--- config.mk ---
export PLATFORM = sky130hd
export DESIGN_NAME = tk1_core
export DESIGN_NICKNAME = d
export VERILOG_FILES = /design/src/source/tk1_pkg.sv /design/src/source/tk1_core.sv /design/src/source/security_monitor.sv /design/src/source/exec_window.sv /design/src/source/tk1_apb_regs.sv
export SDC_FILE = /design/constraint.sdc
export NUM_CORES = 1
export LEC_CHECK = 0
export BUFFER_PORTS_ARGS = -buffer_cell sky130_fd_sc_hd__buf_4
export CAP_MARGIN = 20
export CORE_MARGIN = 4
export CORE_UTILIZATION = 60
export CTS_CLUSTER_SIZE = 10
export DETAILED_ROUTE_END_ITERATION = 8
export PLACE_DENSITY = 0.93
export REMOVE_ABC_BUFFERS = 1
export SYNTH_ARGS = -nofsm -noshare
export SYNTH_HDL_FRONTEND = slang
export SYNTH_SLANG_ARGS = --single-unit
--- constraint.sdc ---
create_clock -name clk -period 8.42 [get_ports clk]
set_clock_uncertainty 0.2 [all_clocks]
set_input_delay 1.684 -clock clk [delete_from_list [all_inputs] [get_ports clk]]
set_output_delay 1.684 -clock clk [all_outputs]
set_load 0.01 [all_outputs]
--- src/source/tk1_pkg.sv ---
// tk1 shared definitions
package tk1_pkg;

  // ---------------------------------------------------------------------
  // Basic types
  // ---------------------------------------------------------------------
  typedef logic [31:0] addr_t;
  typedef logic [31:0] word_t;
  typedef logic [7:0]  reg_addr_t;

  // ---------------------------------------------------------------------
  // Register map, word addresses
  // ---------------------------------------------------------------------
  localparam reg_addr_t ADDR_NAME0        = 8'h00;
  localparam reg_addr_t ADDR_NAME1        = 8'h01;
  localparam reg_addr_t ADDR_VERSION      = 8'h02;
  localparam reg_addr_t ADDR_LED          = 8'h09;
  localparam reg_addr_t ADDR_APP_START    = 8'h0c;
  localparam reg_addr_t ADDR_APP_SIZE     = 8'h0d;
  // Window i sits at base + 4*i: ctrl, first, last
  localparam reg_addr_t ADDR_WIN_BASE     = 8'h60;
  localparam reg_addr_t ADDR_SYSTEM_RESET = 8'h70;

  // Identification words, "tk1 " and "mkdf"
  localparam word_t CORE_NAME0   = 32'h746b3120;
  localparam word_t CORE_NAME1   = 32'h6d6b6466;
  localparam word_t CORE_VERSION = 32'h00000005;

  localparam logic [2:0] LED_RESET = 3'h6;

  // Firmware memory bounds
  localparam addr_t FW_ROM_LAST  = 32'h00001fff;
  localparam addr_t FW_RAM_FIRST = 32'hd0000000;
  localparam addr_t FW_RAM_LAST  = 32'hd0000fff;

  // MMIO sub-region, address bits 29:24
  typedef enum logic [5:0] {
    MMIO_TRNG    = 6'h00,
    MMIO_TIMER   = 6'h01,
    MMIO_UDS     = 6'h02,
    MMIO_UART    = 6'h03,
    MMIO_TOUCH   = 6'h04,
    MMIO_FW_RAM  = 6'h10,
    MMIO_SYSCALL = 6'h21,
    MMIO_TK1     = 6'h3f
  } mmio_sub_e;

  // ---------------------------------------------------------------------
  // Bus bundles
  // ---------------------------------------------------------------------
  typedef struct packed {
    logic      psel;
    logic      penable;
    logic      pwrite;
    reg_addr_t paddr;
    word_t     pwdata;
  } apb_req_t;

  typedef struct packed {
    word_t prdata;
    logic  pready;
  } apb_rsp_t;

  typedef struct packed {
    logic  valid;
    logic  instr;
    addr_t addr;
  } cpu_bus_t;

  // One-cycle write strobes into a single window
  typedef struct packed {
    logic  en_set;
    logic  first_we;
    logic  last_we;
    word_t data;
  } win_wr_t;

endpackage
--- src/source/tk1_core.sv ---
// tk1 control core top level
`timescale 1ns/1ps

module tk1_core #(
  parameter int             NUM_WINDOWS = 2,
  parameter tk1_pkg::addr_t APP_SIZE    = '0
) (
  input  logic               clk,
  input  logic               reset_n,
  input  tk1_pkg::apb_req_t  apb_req,
  output tk1_pkg::apb_rsp_t  apb_rsp,
  input  tk1_pkg::cpu_bus_t  cpu_bus,
  input  logic               syscall,
  output logic               force_trap,
  output logic               system_reset,
  output logic               app_mode,
  output logic               fw_startup_done,
  output logic               led_r,
  output logic               led_g,
  output logic               led_b,
  output tk1_pkg::addr_t     app_start,
  output tk1_pkg::addr_t     app_size
);

  tk1_pkg::win_wr_t [NUM_WINDOWS-1:0] win_wr;
  logic [NUM_WINDOWS-1:0]             win_hit;
  logic [2:0]                         led;

  tk1_apb_regs #(
    .NUM_WINDOWS (NUM_WINDOWS),
    .APP_SIZE    (APP_SIZE)
  ) u_regs (
    .clk          (clk),
    .reset_n      (reset_n),
    .apb_req      (apb_req),
    .apb_rsp      (apb_rsp),
    .app_mode     (app_mode),
    .win_wr       (win_wr),
    .led          (led),
    .app_start    (app_start),
    .app_size     (app_size),
    .system_reset (system_reset)
  );

  // ---------------------------------------------------------------------
  // Execution-prohibit windows
  // ---------------------------------------------------------------------
  for (genvar i = 0; i < NUM_WINDOWS; i++) begin : g_win
    exec_window u_win (
      .clk     (clk),
      .reset_n (reset_n),
      .wr      (win_wr[i]),
      .cpu_bus (cpu_bus),
      .hit     (win_hit[i])
    );
  end

  security_monitor #(
    .NUM_WINDOWS (NUM_WINDOWS)
  ) u_mon (
    .clk             (clk),
    .reset_n         (reset_n),
    .cpu_bus         (cpu_bus),
    .syscall         (syscall),
    .win_hit         (win_hit),
    .app_mode        (app_mode),
    .fw_startup_done (fw_startup_done),
    .force_trap      (force_trap)
  );

  // LED pins straight from the register
  assign led_r = led[2];
  assign led_g = led[1];
  assign led_b = led[0];

endmodule

--- src/source/security_monitor.sv ---
// tk1 security monitor
`timescale 1ns/1ps

module security_monitor #(
  parameter int NUM_WINDOWS = 2
) (
  input  logic                    clk,
  input  logic                    reset_n,
  input  tk1_pkg::cpu_bus_t       cpu_bus,
  input  logic                    syscall,
  input  logic [NUM_WINDOWS-1:0]  win_hit,
  output logic                    app_mode,
  output logic                    fw_startup_done,
  output logic                    force_trap
);

  logic fw_startup_done_reg;
  logic fw_startup_done_set;
  logic force_trap_reg;
  logic force_trap_set;
  logic map_violation;
  logic exec_violation;

  // Offset limit per MMIO sub-region
  function automatic logic mmio_violation(input tk1_pkg::addr_t addr);
    tk1_pkg::mmio_sub_e sub;
    sub = tk1_pkg::mmio_sub_e'(addr[29:24]);
    case (sub)
      tk1_pkg::MMIO_TRNG,
      tk1_pkg::MMIO_TIMER,
      tk1_pkg::MMIO_UART,
      tk1_pkg::MMIO_TOUCH,
      tk1_pkg::MMIO_TK1:    return |addr[23:10];
      tk1_pkg::MMIO_UDS:     return |addr[23:5];
      tk1_pkg::MMIO_FW_RAM:  return |addr[23:12];
      tk1_pkg::MMIO_SYSCALL: return |addr[23:2];
      // Gaps between named sub-regions
      default:               return 1'b1;
    endcase
  endfunction

  // ---------------------------------------------------------------------
  // Privilege tracking
  // ---------------------------------------------------------------------
  // First fetch above ROM ends firmware start-up
  assign fw_startup_done_set = cpu_bus.valid && cpu_bus.instr &&
                               (cpu_bus.addr > tk1_pkg::FW_ROM_LAST);

  assign app_mode        = fw_startup_done_reg & ~syscall;
  assign fw_startup_done = fw_startup_done_reg;

  // ---------------------------------------------------------------------
  // Access checks
  // ---------------------------------------------------------------------
  always_comb begin
    case (cpu_bus.addr[31:30])
      2'd0:    map_violation = |cpu_bus.addr[29:13];
      2'd1:    map_violation = |cpu_bus.addr[29:17];
      2'd2:    map_violation = 1'b1;
      default: map_violation = mmio_violation(cpu_bus.addr);
    endcase
  end

  // No fetches from firmware RAM, nor from ROM once in app mode
  assign exec_violation = cpu_bus.instr &&
    (((cpu_bus.addr >= tk1_pkg::FW_RAM_FIRST) && (cpu_bus.addr <= tk1_pkg::FW_RAM_LAST)) ||
     (app_mode && (cpu_bus.addr <= tk1_pkg::FW_ROM_LAST)));

  assign force_trap_set = (cpu_bus.valid && (map_violation || exec_violation)) || (|win_hit);

  always_ff @(posedge clk) begin
    if (!reset_n) begin
      fw_startup_done_reg <= 1'b0;
      force_trap_reg      <= 1'b0;
    end else begin
      if (fw_startup_done_set) begin
        fw_startup_done_reg <= 1'b1;
      end
      // Sticky until reset
      if (force_trap_set) begin
        force_trap_reg <= 1'b1;
      end
    end
  end

  assign force_trap = force_trap_reg;

endmodule

--- src/source/exec_window.sv ---
// Execution-prohibit window
`timescale 1ns/1ps

module exec_window (
  input  logic               clk,
  input  logic               reset_n,
  input  tk1_pkg::win_wr_t   wr,
  input  tk1_pkg::cpu_bus_t  cpu_bus,
  output logic               hit
);

  logic           en_reg;
  tk1_pkg::addr_t first_reg;
  tk1_pkg::addr_t last_reg;

  // Any control write enables, and only reset clears it
  always_ff @(posedge clk) begin
    if (!reset_n) begin
      en_reg <= 1'b0;
    end else if (wr.en_set) begin
      en_reg <= 1'b1;
    end
  end

  // Bounds frozen once the window is locked
  always_ff @(posedge clk) begin
    if (!en_reg) begin
      if (wr.first_we) begin
        first_reg <= wr.data;
      end
      if (wr.last_we) begin
        last_reg <= wr.data;
      end
    end
  end

  // ---------------------------------------------------------------------
  // Hit detection, inclusive range on instruction fetches
  // ---------------------------------------------------------------------
  assign hit = en_reg && cpu_bus.valid && cpu_bus.instr &&
               (cpu_bus.addr >= first_reg) && (cpu_bus.addr <= last_reg);

endmodule

--- src/source/tk1_apb_regs.sv ---
// tk1 APB register block
`timescale 1ns/1ps

module tk1_apb_regs #(
  parameter int             NUM_WINDOWS = 2,
  parameter tk1_pkg::addr_t APP_SIZE    = '0
) (
  input  logic                                 clk,
  input  logic                                 reset_n,
  input  tk1_pkg::apb_req_t                    apb_req,
  output tk1_pkg::apb_rsp_t                    apb_rsp,
  input  logic                                 app_mode,
  output tk1_pkg::win_wr_t [NUM_WINDOWS-1:0]   win_wr,
  output logic [2:0]                           led,
  output tk1_pkg::addr_t                       app_start,
  output tk1_pkg::addr_t                       app_size,
  output logic                                 system_reset
);

  // ---------------------------------------------------------------------
  // Transfer decode
  // ---------------------------------------------------------------------
  logic access;
  logic wr_access;
  logic rd_access;

  logic [2:0]     led_reg;
  tk1_pkg::addr_t app_start_reg;
  tk1_pkg::addr_t app_size_reg;
  logic           system_reset_reg;

  logic led_we;
  logic app_start_we;
  logic app_size_we;
  logic system_reset_new;

  tk1_pkg::word_t rdata;

  // Access phase, the only cycle with pready high
  assign access    = apb_req.psel & apb_req.penable;
  assign wr_access = access & apb_req.pwrite;
  assign rd_access = access & ~apb_req.pwrite;

  // Privileged registers only take writes in firmware mode
  assign led_we           = wr_access && (apb_req.paddr == tk1_pkg::ADDR_LED);
  assign app_start_we     = wr_access && !app_mode &&
                            (apb_req.paddr == tk1_pkg::ADDR_APP_START);
  assign app_size_we      = wr_access && !app_mode &&
                            (apb_req.paddr == tk1_pkg::ADDR_APP_SIZE);
  assign system_reset_new = wr_access && !app_mode &&
                            (apb_req.paddr == tk1_pkg::ADDR_SYSTEM_RESET);

  // ---------------------------------------------------------------------
  // Control registers
  // ---------------------------------------------------------------------
  always_ff @(posedge clk) begin
    if (!reset_n) begin
      led_reg          <= tk1_pkg::LED_RESET;
      app_start_reg    <= '0;
      app_size_reg     <= APP_SIZE;
      system_reset_reg <= 1'b0;
    end else begin
      // Pulse lasts the single cycle after the access phase
      system_reset_reg <= system_reset_new;
      if (led_we) begin
        led_reg <= apb_req.pwdata[2:0];
      end
      if (app_start_we) begin
        app_start_reg <= apb_req.pwdata;
      end
      if (app_size_we) begin
        app_size_reg <= apb_req.pwdata;
      end
    end
  end

  // ---------------------------------------------------------------------
  // Window strobes
  // ---------------------------------------------------------------------
  // Lock is enforced in the window itself
  always_comb begin
    tk1_pkg::reg_addr_t base;
    for (int i = 0; i < NUM_WINDOWS; i++) begin
      base = tk1_pkg::ADDR_WIN_BASE + tk1_pkg::reg_addr_t'(4 * i);
      win_wr[i].en_set   = wr_access && (apb_req.paddr == base);
      win_wr[i].first_we = wr_access && (apb_req.paddr == base + 8'd1);
      win_wr[i].last_we  = wr_access && (apb_req.paddr == base + 8'd2);
      win_wr[i].data     = apb_req.pwdata;
    end
  end

  // ---------------------------------------------------------------------
  // Read mux
  // ---------------------------------------------------------------------
  always_comb begin
    rdata = '0;
    if (rd_access) begin
      case (apb_req.paddr)
        tk1_pkg::ADDR_NAME0:     rdata = tk1_pkg::CORE_NAME0;
        tk1_pkg::ADDR_NAME1:     rdata = tk1_pkg::CORE_NAME1;
        tk1_pkg::ADDR_VERSION:   rdata = tk1_pkg::CORE_VERSION;
        tk1_pkg::ADDR_LED:       rdata = {29'h0, led_reg};
        tk1_pkg::ADDR_APP_START: rdata = app_start_reg;
        tk1_pkg::ADDR_APP_SIZE:  rdata = app_size_reg;
        default:                 rdata = '0;
      endcase
    end
  end

  // No wait states
  assign apb_rsp.prdata = rdata;
  assign apb_rsp.pready = access;

  assign led          = led_reg;
  assign app_start    = app_start_reg;
  assign app_size     = app_size_reg;
  assign system_reset = system_reset_reg;

endmodule

==> results.txt <==
Outcome - completed
Leading cell type by number of instances after synthesis - sky130_fd_sc_hd__nand2_1
Kind of end point of the critical path - output port
Antenna diode count - 0
Count of synthesis-stage warnings from yosys - 0
Number of distinct library cells after synthesis - 52
Proportion of synthesized chip area in sequential cells - 0.509
Hold Path Cell Cnt - 2
Hold crit path type - reg -> reg
Effective utilization at floorplan - 0.619
Number of nets in the finished design - 1420
Most used cell along the critical path - sky130_fd_sc_hd__buf_4
Die area - 19500 µm²
Initial detailed-routing violation count - 961
Post-Synthesis Cell Area - 10400 µm²
CP startpoint kind - input port
Number of enable-type register cells in the synthesized netlist - 128
Count of buffers inserted at the top-level ports - 183
Cell type with the largest total area after synthesis - sky130_fd_sc_hd__edfxtp_1
Number of max-cap violations - 0
Post-route ant nets - 0
Floorplan die width - 140 µm
Initial DRT Pass Iterations - 8
Final wirelength - 30000 µm
Count of pins over their slew limit - 0
Slowest cell on the critical path - sky130_fd_sc_hd__or4_1
Drt wl/cell - 20.7 µm
Max Fclk - 166 MHz
Worst slack on hold paths - 281 ps
Count of endpoints failing setup in the final report - 0
Part of the cycle the worst path needs - 0.714
Most used flip-flop cell after synthesis - sky130_fd_sc_hd__edfxtp_1
Launch instance of the worst min-delay path - u_regs.app_size[3]
Pin count of the biggest net entering global routing - 70
Post-CTS resize count - 0
Top-level I/O count - 184
Endpoint of the worst-slack reg-to-reg timing path - u_mon.force_trap
Total leakage power - 5.41 nW
Area overhead of the layout relative to synthesis - 21.8%
Worst Setup Path Type - in -> out
Layout cells sized above 1 - 0.196
Fill cell total of the finished layout - 1070
Half-perimeter wire length of the detailed placement result - 21300 µm
Worst reg2reg setup slack - 5890 ps
Count of vias placed by the detailed router - 8980
Buffers from clock root to sink, at most - 2
Initial antenna violation count - 0
Fin Setup TNS - 0 ps
Cells taking the most area after synthesis - sky130_fd_sc_hd__edfxtp_1 (37%), sky130_fd_sc_hd__ha_1 (15%), sky130_fd_sc_hd__dfxtp_1 (14%)
Clk_lat worst skew - 450 ps
Total power - 0.00201 W
H-tree lvl count - 4
Portion of synthesized cell area occupied by the leading cell type - 0.370
Terminating pin of the worst hold path - u_regs.app_size[3]
Clock transition time at the flip-flop clock pins of the worst setup and hold paths - 70 ps
Global-route wire length before repair - 47300 µm
Avg Inst Size Synth - 10.1 µm²
Post-synthesis register bit count - 200
Proportion of synthesized flip-flops having asynchronous set or reset - 0
Total number of placement rows - 47
Setup Fix Bufs, Post-CTS - 0
Crit path largest cell delay - 680 ps
Vias in the first global route - 9053
R2R Path Start - g_win[0].u_win.first_reg[0]
Overall Global Routing Usage - 0.306
Number of failing hold endpoints at the final stage - 0
Chain of cells forming the critical path - buf_4, or4_1, or2_4, nor3_2, nor2_1, a21oi_1, buf_4
Count of unresolved DRC violations after routing - 0
Worst-case headroom to the max-slew limit - 0.459
Final critical path time including I/O delays and setup - 6010 ps
RSZ-0062 raised after global routing - no
Max rail drop VDD - 168 µV
Grt ovf - 0
Power Density - 159 nW/µm²
Highest fanout seen on the critical path - 10
CTS tree - done
Number of buffers added to fix hold violations after cts - 0
Routability congestion estimate from global placement - 0.910
Mapped Cells - 1029
Die Y - 140 µm
CP arrival - 4130 ps
Pin slew with the least headroom to its limit - 808 ps
Vias per Instance - 6.21
TritonCTS buffer count - 17
Clock root buffer - sky130_fd_sc_hd__clkbuf_16
Clock net sink count - 200
Post-synth top cells - sky130_fd_sc_hd__nand2_1 (158), sky130_fd_sc_hd__edfxtp_1 (128), sky130_fd_sc_hd__ha_1 (128), sky130_fd_sc_hd__inv_1 (128), sky130_fd_sc_hd__a21oi_1 (121)
Data required, critical path - 6540 ps
Worst r2r path cells - 8
Core Area - 16800 µm²
layer usage:
| layer | GRT usage | wire length, µm |
|---|---|---|
| met5 | 0 | 0 |
| met3 | 0.0648 | 3470 |
| met2 | 0.504 | 14300 |
| met1 | 0.388 | 10900 |
| met4 | 0.142 | 1290 |
cells by family (layout without fill, tap and decap cells):
logic type | count (synthesis) | after routing | synth area share
buf+inv | 161 | 357 | 0.0603
flops | 200 | 200 | 0.509
fa+ha+maj | 128 | 128 | 0.154
compound gates | 230 | 230 | 0.134
mux | 3 | 3 | 0.00289
simple gates | 307 | 307 | 0.139
worst max path at each step:
stage	startpoint	endpoint	slack (ps)	cells after the start
floorplan	apb_req[36]	apb_rsp[2]	2800	5
global placement	apb_req[36]	apb_rsp[20]	2480	7
detailed placement	apb_req[36]	apb_rsp[18]	2470	7
CTS	apb_req[36]	apb_rsp[18]	2460	7
global route	apb_req[36]	apb_rsp[20]	2360	7
finish	apb_req[36]	apb_rsp[18]	2410	7
area by class of cell:
class | count | area [µm²] | share of cell area
sequential | 200 | 5290 | 0.418
multi-input combinational | 668 | 4490 | 0.355
timing repair buffer | 196 | 1520 | 0.121
inverter | 129 | 484 | 0.0383
clock buffer | 17 | 425 | 0.0336
tap | 220 | 275 | 0.0218
clock inverter | 15 | 164 | 0.0130
per-stage QoR:
step                std cells   util  area, µm²  setup slack, ps
floorplan                 997      -      10200             2800
global placement         1410  0.715      12000             2480
detailed placement       1410  0.715      12000             2470
CTS                      1442  0.750      12600             2460
global route             1445  0.755      12600             2360
finish                   1445  0.755      12600             2410
critical path: cells and delay by family:
kind / cells / cell delay (ps)
AO/OA/AOI/OAI: 1 / 240
buffers and inverters: 2 / 260
AND/OR/NAND/NOR: 4 / 1940
placed cells by master, fill, tap and decap left out, types with 6 or more instances in the layout:
cell,n
sky130_fd_sc_hd__buf_4,193
sky130_fd_sc_hd__nand2_1,158
sky130_fd_sc_hd__inv_1,128
sky130_fd_sc_hd__ha_1,128
sky130_fd_sc_hd__edfxtp_1,128
sky130_fd_sc_hd__a21oi_1,121
sky130_fd_sc_hd__dfxtp_1,72
sky130_fd_sc_hd__nor2_1,41
sky130_fd_sc_hd__nand4_1,27
sky130_fd_sc_hd__a22oi_1,22
sky130_fd_sc_hd__a21o_1,21
sky130_fd_sc_hd__o21ai_0,20
sky130_fd_sc_hd__nand3_1,17
sky130_fd_sc_hd__clkbuf_16,17
sky130_fd_sc_hd__a221oi_1,12
sky130_fd_sc_hd__a211oi_1,10
sky130_fd_sc_hd__nor3_1,9
sky130_fd_sc_hd__or4_1,8
sky130_fd_sc_hd__nor2b_1,8
sky130_fd_sc_hd__nor4_1,6
power by group:
part | total (W) | internal (W) | switching (W) | leakage, nW
clock network | 0.000816 | 0.000422 | 0.000394 | 0.294
registers | 0.00104 | 0.00104 | 0.000000827 | 1.73
logic | 0.000155 | 0.0000617 | 0.0000937 | 3.38
total | 0.00201 | 0.00152 | 0.000488 | 5.41
Note: power is estimated with default switching activity, not from simulation.
